### config.mk
export PLATFORM = sky130hd
export DESIGN_NAME = id_stage
export DESIGN_NICKNAME = d
export VERILOG_FILES = /design/src/source/cpu_pkg.sv /design/src/source/id_stage.sv /design/src/source/operand_select.sv /design/src/source/inst_decoder.sv /design/src/source/reg_file.sv
export SDC_FILE = /design/constraint.sdc
export NUM_CORES = 2
export LEC_CHECK = 0
export BUFFER_PORTS_ARGS = -buffer_cell sky130_fd_sc_hd__buf_2
export CAP_MARGIN = 20
export CORE_MARGIN = 2
export CORE_UTILIZATION = 45
export CTS_BUF_LIST = sky130_fd_sc_hd__clkbuf_2 sky130_fd_sc_hd__clkbuf_4 sky130_fd_sc_hd__clkbuf_8
export DETAILED_ROUTE_END_ITERATION = 6
export PLACE_DENSITY = 0.62
export SLEW_MARGIN = 20
export SYNTH_ARGS = -nofsm -noshare
export SYNTH_HDL_FRONTEND = slang
export SYNTH_SLANG_ARGS = --single-unit
### constraint.sdc
create_clock -name clk -period 2.8 [get_ports clk]
set_input_delay 0 -clock clk [delete_from_list [all_inputs] [get_ports clk]]
set_output_delay 0 -clock clk [all_outputs]
set_load 0.005 [all_outputs]
### src/source/cpu_pkg.sv
package cpu_pkg;

    localparam int DATA_W   = 32;
    localparam int ADDR_W   = 5;
    localparam int NUM_REGS = 32;

    typedef logic [DATA_W-1:0] word_t;
    typedef logic [ADDR_W-1:0] reg_addr_t;
    typedef logic [7:0]        alu_op_t;   // operation subclass
    typedef logic [2:0]        alu_sel_t;  // operation class

    // register form, used under SPECIAL
    typedef struct packed {
        logic [5:0] opcode;
        reg_addr_t  rs;
        reg_addr_t  rt;
        reg_addr_t  rd;
        logic [4:0] shamt;
        logic [5:0] funct;
    } r_fields_t;

    typedef struct packed {
        logic [5:0]  opcode;
        reg_addr_t   rs;
        reg_addr_t   rt;
        logic [15:0] imm16;
    } i_fields_t;

    // one instruction word, two views
    typedef union packed {
        r_fields_t r;
        i_fields_t i;
    } inst_t;

    localparam logic [5:0] OPC_SPECIAL = 6'b000000;
    localparam logic [5:0] OPC_ANDI    = 6'b001100;
    localparam logic [5:0] OPC_ORI     = 6'b001101;
    localparam logic [5:0] OPC_XORI    = 6'b001110;
    localparam logic [5:0] OPC_LUI     = 6'b001111;

    localparam logic [5:0] FN_SLL  = 6'b000000;
    localparam logic [5:0] FN_SRL  = 6'b000010;
    localparam logic [5:0] FN_SRA  = 6'b000011;
    localparam logic [5:0] FN_SLLV = 6'b000100;
    localparam logic [5:0] FN_SRLV = 6'b000110;
    localparam logic [5:0] FN_SRAV = 6'b000111;
    localparam logic [5:0] FN_AND  = 6'b100100;
    localparam logic [5:0] FN_OR   = 6'b100101;
    localparam logic [5:0] FN_XOR  = 6'b100110;
    localparam logic [5:0] FN_NOR  = 6'b100111;

    localparam alu_op_t OP_NOP = 8'b0000_0000;
    localparam alu_op_t OP_SRL = 8'b0000_0010;
    localparam alu_op_t OP_SRA = 8'b0000_0011;
    localparam alu_op_t OP_AND = 8'b0010_0100;
    localparam alu_op_t OP_OR  = 8'b0010_0101;
    localparam alu_op_t OP_XOR = 8'b0010_0110;
    localparam alu_op_t OP_NOR = 8'b0010_0111;
    localparam alu_op_t OP_SLL = 8'b0111_1100;

    localparam alu_sel_t RES_NOP   = 3'b000;
    localparam alu_sel_t RES_LOGIC = 3'b001;
    localparam alu_sel_t RES_SHIFT = 3'b010;

endpackage
### src/source/id_stage.sv
`timescale 1ns/1ps

module id_stage import cpu_pkg::*; (
    input  logic      clk,
    input  logic      arst_n_i,
    input  word_t     inst_i,
    input  logic      ex_we_i,
    input  reg_addr_t ex_addr_i,
    input  word_t     ex_data_i,
    input  logic      mem_we_i,
    input  reg_addr_t mem_addr_i,
    input  word_t     mem_data_i,
    input  logic      wb_we_i,
    input  reg_addr_t wb_addr_i,
    input  word_t     wb_data_i,
    output alu_op_t   aluop_o,
    output alu_sel_t  alusel_o,
    output word_t     op1_o,
    output word_t     op2_o,
    output reg_addr_t wd_o,
    output logic      wreg_o
);

    logic      re1;
    logic      re2;
    reg_addr_t raddr1;
    reg_addr_t raddr2;
    word_t     imm;
    word_t     rdata1;
    word_t     rdata2;

    inst_decoder decoder_i (
        .arst_n_i (arst_n_i),
        .inst_i   (inst_i),
        .re1_o    (re1),
        .re2_o    (re2),
        .raddr1_o (raddr1),
        .raddr2_o (raddr2),
        .imm_o    (imm),
        .aluop_o  (aluop_o),
        .alusel_o (alusel_o),
        .wd_o     (wd_o),
        .wreg_o   (wreg_o)
    );

    reg_file regs_i (
        .clk      (clk),
        .arst_n_i (arst_n_i),
        .re1_i    (re1),
        .re2_i    (re2),
        .raddr1_i (raddr1),
        .raddr2_i (raddr2),
        .we_i     (wb_we_i),  // write-back port
        .waddr_i  (wb_addr_i),
        .wdata_i  (wb_data_i),
        .rdata1_o (rdata1),
        .rdata2_o (rdata2)
    );

    operand_select op1_sel (
        .arst_n_i   (arst_n_i),
        .re_i       (re1),
        .raddr_i    (raddr1),
        .rdata_i    (rdata1),
        .imm_i      (imm),
        .ex_we_i    (ex_we_i),
        .ex_addr_i  (ex_addr_i),
        .ex_data_i  (ex_data_i),
        .mem_we_i   (mem_we_i),
        .mem_addr_i (mem_addr_i),
        .mem_data_i (mem_data_i),
        .op_o       (op1_o)
    );

    operand_select op2_sel (
        .arst_n_i   (arst_n_i),
        .re_i       (re2),
        .raddr_i    (raddr2),
        .rdata_i    (rdata2),
        .imm_i      (imm),
        .ex_we_i    (ex_we_i),
        .ex_addr_i  (ex_addr_i),
        .ex_data_i  (ex_data_i),
        .mem_we_i   (mem_we_i),
        .mem_addr_i (mem_addr_i),
        .mem_data_i (mem_data_i),
        .op_o       (op2_o)
    );

endmodule

### src/source/operand_select.sv
`timescale 1ns/1ps

module operand_select import cpu_pkg::*; (
    input  logic      arst_n_i,
    input  logic      re_i,
    input  reg_addr_t raddr_i,
    input  word_t     rdata_i,
    input  word_t     imm_i,
    input  logic      ex_we_i,
    input  reg_addr_t ex_addr_i,
    input  word_t     ex_data_i,
    input  logic      mem_we_i,
    input  reg_addr_t mem_addr_i,
    input  word_t     mem_data_i,
    output word_t     op_o
);

    logic fwd_ok;
    logic ex_hit;
    logic mem_hit;

    assign fwd_ok  = re_i && (raddr_i != '0);  // r0 is never forwarded
    assign ex_hit  = fwd_ok && ex_we_i && (ex_addr_i == raddr_i);
    assign mem_hit = fwd_ok && mem_we_i && (mem_addr_i == raddr_i);

    always_comb begin
        if (!arst_n_i) begin
            op_o = '0;
        end else if (ex_hit) begin
            op_o = ex_data_i;  // youngest result wins
        end else if (mem_hit) begin
            op_o = mem_data_i;
        end else if (re_i) begin
            op_o = rdata_i;
        end else begin
            op_o = imm_i;
        end
    end

endmodule

### src/source/inst_decoder.sv
`timescale 1ns/1ps

module inst_decoder import cpu_pkg::*; (
    input  logic      arst_n_i,
    input  inst_t     inst_i,
    output logic      re1_o,
    output logic      re2_o,
    output reg_addr_t raddr1_o,
    output reg_addr_t raddr2_o,
    output word_t     imm_o,
    output alu_op_t   aluop_o,
    output alu_sel_t  alusel_o,
    output reg_addr_t wd_o,
    output logic      wreg_o
);

    logic is_special;
    logic shift_imm_form;

    assign is_special     = (inst_i.r.opcode == OPC_SPECIAL);
    assign shift_imm_form = is_special && (inst_i.r.rs == '0);  // top eleven bits clear

    always_comb begin
        re1_o    = 1'b0;
        re2_o    = 1'b0;
        raddr1_o = inst_i.r.rs;
        raddr2_o = inst_i.r.rt;
        imm_o    = '0;
        aluop_o  = OP_NOP;
        alusel_o = RES_NOP;
        wd_o     = inst_i.r.rd;
        wreg_o   = 1'b0;

        if (!arst_n_i) begin
            // keep the no-op defaults
        end else if (is_special) begin
            if (inst_i.r.shamt == '0) begin
                case (inst_i.r.funct)
                    FN_OR: begin
                        aluop_o  = OP_OR;
                        alusel_o = RES_LOGIC;
                    end
                    FN_AND: begin
                        aluop_o  = OP_AND;
                        alusel_o = RES_LOGIC;
                    end
                    FN_XOR: begin
                        aluop_o  = OP_XOR;
                        alusel_o = RES_LOGIC;
                    end
                    FN_NOR: begin
                        aluop_o  = OP_NOR;
                        alusel_o = RES_LOGIC;
                    end
                    FN_SLLV: begin
                        aluop_o  = OP_SLL;
                        alusel_o = RES_SHIFT;
                    end
                    FN_SRLV: begin
                        aluop_o  = OP_SRL;
                        alusel_o = RES_SHIFT;
                    end
                    FN_SRAV: begin
                        aluop_o  = OP_SRA;
                        alusel_o = RES_SHIFT;
                    end
                    default: begin
                    end
                endcase
                if (alusel_o != RES_NOP) begin  // rs op rt into rd
                    re1_o  = 1'b1;
                    re2_o  = 1'b1;
                    wreg_o = 1'b1;
                end
            end

            if (shift_imm_form) begin
                case (inst_i.r.funct)
                    FN_SLL: begin
                        aluop_o  = OP_SLL;
                        alusel_o = RES_SHIFT;
                    end
                    FN_SRL: begin
                        aluop_o  = OP_SRL;
                        alusel_o = RES_SHIFT;
                    end
                    FN_SRA: begin
                        aluop_o  = OP_SRA;
                        alusel_o = RES_SHIFT;
                    end
                    default: begin
                    end
                endcase
                if ((inst_i.r.funct == FN_SLL) || (inst_i.r.funct == FN_SRL) ||
                    (inst_i.r.funct == FN_SRA)) begin
                    re2_o      = 1'b1;
                    wreg_o     = 1'b1;
                    imm_o[4:0] = inst_i.r.shamt;  // shift amount as operand 1
                end
            end
        end else begin
            case (inst_i.i.opcode)
                OPC_ORI: begin
                    aluop_o  = OP_OR;
                    alusel_o = RES_LOGIC;
                    imm_o    = {16'h0000, inst_i.i.imm16};
                end
                OPC_ANDI: begin
                    aluop_o  = OP_AND;
                    alusel_o = RES_LOGIC;
                    imm_o    = {16'h0000, inst_i.i.imm16};
                end
                OPC_XORI: begin
                    aluop_o  = OP_XOR;
                    alusel_o = RES_LOGIC;
                    imm_o    = {16'h0000, inst_i.i.imm16};
                end
                OPC_LUI: begin
                    aluop_o  = OP_OR;  // rs | upper imm
                    alusel_o = RES_LOGIC;
                    imm_o    = {inst_i.i.imm16, 16'h0000};
                end
                default: begin
                end
            endcase
            if (alusel_o != RES_NOP) begin
                re1_o  = 1'b1;
                wd_o   = inst_i.i.rt;  // immediate forms target rt
                wreg_o = 1'b1;
            end
        end
    end

endmodule

### src/source/reg_file.sv
`timescale 1ns/1ps

module reg_file import cpu_pkg::*; (
    input  logic      clk,
    input  logic      arst_n_i,
    input  logic      re1_i,
    input  logic      re2_i,
    input  reg_addr_t raddr1_i,
    input  reg_addr_t raddr2_i,
    input  logic      we_i,
    input  reg_addr_t waddr_i,
    input  word_t     wdata_i,
    output word_t     rdata1_o,
    output word_t     rdata2_o
);

    word_t regs [NUM_REGS];

    always_ff @(posedge clk or negedge arst_n_i) begin
        if (!arst_n_i) begin
            for (int i = 0; i < NUM_REGS; i++) begin
                regs[i] <= '0;
            end
        end else if (we_i && (waddr_i != '0)) begin  // r0 never stored
            regs[waddr_i] <= wdata_i;
        end
    end

    // one read port with write-through
    function automatic word_t read_port(
        input logic      re,
        input reg_addr_t raddr,
        input word_t     stored,
        input logic      we,
        input reg_addr_t waddr,
        input word_t     wdata
    );
        word_t rdata;
        if (!re || (raddr == '0)) begin
            rdata = '0;
        end else if (we && (waddr == raddr)) begin
            rdata = wdata;  // same-cycle write-back
        end else begin
            rdata = stored;
        end
        return rdata;
    endfunction

    assign rdata1_o = read_port(re1_i, raddr1_i, regs[raddr1_i], we_i, waddr_i, wdata_i);
    assign rdata2_o = read_port(re2_i, raddr2_i, regs[raddr2_i], we_i, waddr_i, wdata_i);

endmodule

## Yosys cells after proc, flatten, opt, wreduce, memory -nomap -nowiden

Index checks and enable logic that the tools add are counted.

| word-level totals | value |
|---|---|
| register bits after elaboration | 1,024 |
| bits of input ports | 148 |
| output and inout bits | 81 |
| logic and storage cells | 154 |

| cells by class | value |
|---|---|
| $lt $le $gt $ge | 4 |
| equal/unequal tests | 19 |
| multiplexer cells | 59 |
| bitwise logic cells | 3 |
| reductions and logical operators | 37 |

Operators with widths:

| cell | number |
|---|---|
| $bwmux 1024 | 1 |
| $mux 32 | 17 |
| $bmux 32 s5 | 2 |
| $demux 32 s5 | 1 |
| $pmux 32 s2 | 1 |
| $pmux 7 s7 | 1 |
| $mux 8 | 4 |
| $eq 5x5->1 | 6 |
| $mux 3 | 10 |
| $mux 5 | 6 |
| $mux 27 | 1 |
| $eq 6x4->1 const B | 4 |
| $eq 6x6->1 const B | 4 |
| $pmux 8 s3 | 1 |
| $eq 6x3->1 const B | 3 |
| $ge 6x6->1 const B | 3 |
| $not 5->6 | 3 |
| $pmux 6 s3 | 1 |
| $logic_and 1x1->1 | 15 |
| $logic_not 5->1 | 3 |
| $reduce_bool 5->1 | 3 |
| $eq 6x2->1 const B | 2 |
| $logic_not 6->1 | 2 |
| $mux 1 | 12 |
| 8 further kinds | 16 |

## Longest topological paths before layout

| depth | value |
|---|---|
| depth in word-level cells | 20 |
| mapped depth | 11 |
| gate-level depth less buffers | 7 |

## Hierarchy

A second synthesis with hierarchy kept.

| second synthesis, totals | value |
|---|---|
| cells, all modules | 4,610 |
| area total of the unflattened synthesis | 58,651.3 um^2 |

By module, submodules not included:

| module | times used | cells an instance | area each (um^2) | sequential area each (um^2) |
|---|---|---|---|---|
| reg_file | 1 | 4,144 | 55,345.6 | 25,624.6 |
| operand_select | 2 | 170 | 1,291.2 | 0.0 |
| inst_decoder | 1 | 126 | 723.2 | 0.0 |

## Least setup slack after synthesis

No wires, ideal clock.

| timing | value |
|---|---|
| path kind | input to output |
| start point | input inst_i[21] |
| end point | output op1_o[5] |
| arrival time | 2.102 ns |
| required time | 2.800 ns |
| setup slack | 0.698 ns |
| cell stages on the path | 7 |
| path buffers | 3 |
| path through | buf_4 > clkbuf_1 > buf_2 > mux4_2 > mux4_2 > a22oi_1 > a21oi_1 |

| on the way | value |
|---|---|
| word-level cells in the longest chain between the ends | 10 |
| elaborated cells on any way between the ends | 22 |
| classes of those cells | eq/ne: 3; mux: 9; bitwise: 1; reduce/logical: 9 |

Ends and longest elaborated chain:

| element | RTL line | source |
|---|---|---|
| start: declaration | id_stage.sv:6 | `input word_t inst_i,` |
| $not 5->6 (not written as such) | reg_file.sv:49 | `assign rdata1_o = read_port(re1_i, raddr1_i, regs[raddr1_i], we_i, waddr_i, wdata_i);` |
| $bmux 32 s5 | reg_file.sv:49 |  |
| $mux 32 (not written as such) (2 in a row) | reg_file.sv:49 |  |
| $mux 32 | reg_file.sv:41 | `end else if (we && (waddr == raddr)) begin` |
| $mux 32 | reg_file.sv:39 | `if (!re \|\| (raddr == '0)) begin` |
| $mux 32 | operand_select.sv:33 | `end else if (re_i) begin` |
| $mux 32 | operand_select.sv:31 | `end else if (mem_hit) begin` |
| $mux 32 * | operand_select.sv:29 | `end else if (ex_hit) begin` |
| $mux 32 * | operand_select.sv:27 | `if (!arst_n_i) begin` |
| end: declaration | id_stage.sv:18 | `output word_t op1_o,` |

Mark *: on every way between the ends. The rest lies on a longest branch, timed or not. The select of a mux whose other input is x is not followed.

## Worst setup path in the final report

| timing | value |
|---|---|
| start point | register regs_i.regs[96] in the netlist's numbering |
| end point | output op2_o[0] |

| on the way | value |
|---|---|
| word-level cells in the longest chain between the ends | 9 |

Ends and longest elaborated chain:

| element | RTL line | source |
|---|---|---|
| start: declaration | reg_file.sv:17 | `word_t regs [NUM_REGS];` |
| start signal: indexed assignment | reg_file.sv:25 | `regs[waddr_i] <= wdata_i;` |
| $bmux 32 s5 | reg_file.sv:50 | `assign rdata2_o = read_port(re2_i, raddr2_i, regs[raddr2_i], we_i, waddr_i, wdata_i);` |
| $mux 32 (not written as such) (2 in a row) | reg_file.sv:50 |  |
| $mux 32 | reg_file.sv:41 |  |
| $mux 32 | reg_file.sv:39 |  |
| $mux 32 | operand_select.sv:33 |  |
| $mux 32 | operand_select.sv:31 |  |
| $mux 32 | operand_select.sv:29 |  |
| $mux 32 | operand_select.sv:27 |  |
| end: declaration | id_stage.sv:19 | `output word_t op2_o,` |

No other way between the ends. The select of a mux whose other input is x is not followed.

==> key figures <==
Synthesis
  – Most common cell in the synthesized netlist: dfrtp_1
  – Synth area leaders: dfrtp_1 44%, mux2_2 20%, mux4_2 14%, mux2i_1 5.8%, a221oi_1 2.7%
  – Main synth FF type: dfrtp_1
  – Synth Instances: 4,320
  – Asr flop ratio synth: 100%
  – Post-Syn Area: 57,700 um2
  – Syn_area_per_cell: 13.4 um2
  – Top post-synthesis cells by count: 1,024 x dfrtp_1, 1,023 x mux2_2, 367 x mux4_2, 337 x mux2i_1, 317 x clkbuf_1
  – Yosys warning count: 0
  – Share of Yosys cell area claimed by the top area cell type: 44.4%
  – Yosys cell types: 59
  – #FFs+latches synth: 1,024
  – Sequential fraction of the synthesis area: 44.4%
  – Count of flip-flops with a built-in enable after synthesis: 0
  – Cell taking the most area after synthesis: dfrtp_1

STA
  – Final Hold Vio Count: 0
  – Final setup violation count: 18
  – F_max: 330 MHz
  – RSZ-0062 raised after global routing: yes
  – Final setup margin: -230 ps
  – Relative slew slack: 26.7%
  – Final clock skew: 0 ps
  – Worst slew pin tran: 1100 ps
  – Period Utilization, post-route: 108%
  – Setup tns final: -1960 ps
  – Final min period: 3030 ps
  – Final slew viol count: 0

Placed design
  – Placed cells: 5,995
  – Setup slack at placement: 68.3 ps
  – RePlAce Congestion: 0.932
  – Post-DP HPWL: 130,000 um
  – Port Buffers: 226

Critical path
  – CP Launch Type: flop
  – Reg2Reg Depth: 3
  – R2r startpoint: regs_i.regs[96]
  – CP max FO: 2
  – Kind of cell adding the most delay to the critical path: compound AO/OA/AOI/OAI gates
  – Crit-path cells: mux4_2 -> a22oi_2 -> o21ai_1 -> a2111oi_2 -> buf_4 -> o22ai_2 -> a32o_2 -> buf_2
  – Flop2flop setup slack: 1800 ps
  – Worst EP arrival: 3030 ps
  – RR Endpoint: regs_i.regs[96]
  – Worst Path Required: 2800 ps
  – Critical path buffers and inverters: 2
  – Critical path class: flop to primary output
  – Critical Path End Type: primary output
  – Max incr delay on CP: 470 ps
  – Slowest stage cell, crit path: mux4_2

Detailed routing
  – Total Wirelength: 209,000 um
  – Pre-Repair DR Iteration Count: 6
  – Routed wire length per instance: 32.8 um
  – Total number of vias: 42,600
  – Iter 0 DRT Violations: 4,203
  – Drt drc: 0
  – Routed Antenna Nets: 0
  – Via density: 6.67

Die
  – Die height: 362 um
  – Full die area: 131,000 um2
  – I/O pin cnt: 229
  – Initial core utilization: 45.3%
  – Die width: 362 um
  – Std cell rows: 131
  – Core Area: 128,000 um2

Clock network
  – CTS tree: yes
  – Clk sink count: 1,024
  – Reg clk slew, reported paths: 70 ps
  – Clock Root Buffer: clkbuf_8
  – Skew-Pair Late Insertion Delay: 890 ps
  – Clk buf depth: 3
  – CTS buffer count: 179
  – H-tree levels: 4

Global route
  – GR Util met3: 9.21%
  – Met2 Usage GRT: 46.7%
  – Largest net degree at the start of global routing: 163
  – All-Layer GR Usage: 31.6%
  – Vias in the first global route: 42,500
  – Global-route wire length before repair: 301,000 um
  – Grt ovf: 0
  – Met1 Resource Use GR: 42.6%
  – Antenna violations before repair: 16
  – Gr busiest metal: met2

Final layout
  – Share of cells above drive strength 1: 51.4%
  – Top flop regs: regs_i.regs: 1024 flops
  – Util after Layout: 52.6%
  – Nets: 4,721
  – Finished Layout Cells: 6,380
  – Top reg by flops: regs_i.regs
  – Area growth from synthesis to final layout: 16.2%
  – Max reg flops: 1,024

Hold path
  – Worst hold path stage count: 6
  – Critical hold path startpoint: wb_addr_i[3]
  – Min-Delay Path Class: primary input to flop
  – Worst hold endpoint: regs_i.regs[169]

Run status
  – Outcome: finished with violations
  – Failing checks: setup timing

Power
  – Max rail drop VDD: 556 uV
  – Final Power: 44,000 uW
  – Pwr Density: 656 nW/um2
  – Static Leak: 0.0296 uW

Run
  – Max-cap viol count: 0
[per-stage QoR]
step	hold WS [ps]	cell area, um2
floorplan	-296	57700
global placement	221	62100
detailed placement	222	62100
CTS	15.7	66600
global route	71.4	67100
finish	94.6	67100
[routing by layer]
layer  vias to the layer above  part of all wire (%)
met5                         -                 0.069
met4                         8                   5.3
met3                       591                    10
met2                      2241                    44
met1                     22400                    41
li1                      17300                     -
[layout make-up]
cell class / instances / area, um2
Fill cell: 10900 / 60400
Clock buffer: 278 / 3400
Timing Repair Buffer: 566 / 4740
Multi-Input combinational cell: 2794 / 30800
Antenna cell: 6 / 15.0
Sequential cell: 1024 / 25600
Tap cell: 1662 / 2080
Clock inverter: 42 / 359
Inverter: 8 / 32.5
[cells in the final DEF (no fill, tap or decap), drive strengths merged, types with 117 or more instances in the layout]
cell type     n
a22oi       121
dfrtp      1024
buf         529
mux2i       337
a221oi      179
o21ai       151
clkbuf      278
nand2       117
mux2       1023
mux4        367
nor2        143
[what timing repair did]
action | CTS | global route
endpoints found under the hold margin | 1546 | 285
endpoints found under the setup margin | 46 | 63
resized for setup | 71 | 87
buffers inserted | 16 | 7
hold buffers | 35 | 5
pin swaps | 45 | 15
[cell families (layout without fill, tap and decap cells)]
family,after synthesis,count (layout),synth area share (%)
AOI/OAI and AO/OA,695,695,8.66
xor gates and xnor gates,30,30,0.455
buffers and inverters,503,894,3.74
DFF,1024,1024,44.4
muxes,1727,1727,40.1
other,1,8,0.00650
and+or+nand+nor,340,340,2.64
[worst register-to-register path: stages (launching register included)]
cell,delay (ps)
dfrtp_1,400
buf_4,140
buf_6,100
mux2_2,250
[report_power, final]
group,internal [uW],switching (uW)
combinational,5460,4270
sequential,17600,2020
clock,8020,6600
[worst max path at each step]
stage	from	cells after the start	end	slack, ps
after floorplan	inst_i[21]	7	op1_o[5]	700
after global placement	inst_i[26]	12	op2_o[14]	50
after detailed placement	inst_i[26]	12	op2_o[14]	70
after CTS	regs_i.regs[96]	8	op2_o[0]	-340
after global routing	regs_i.regs[96]	8	op2_o[0]	-360
final	regs_i.regs[96]	8	op2_o[0]	-230
Power figures use the tool's default switching activity.
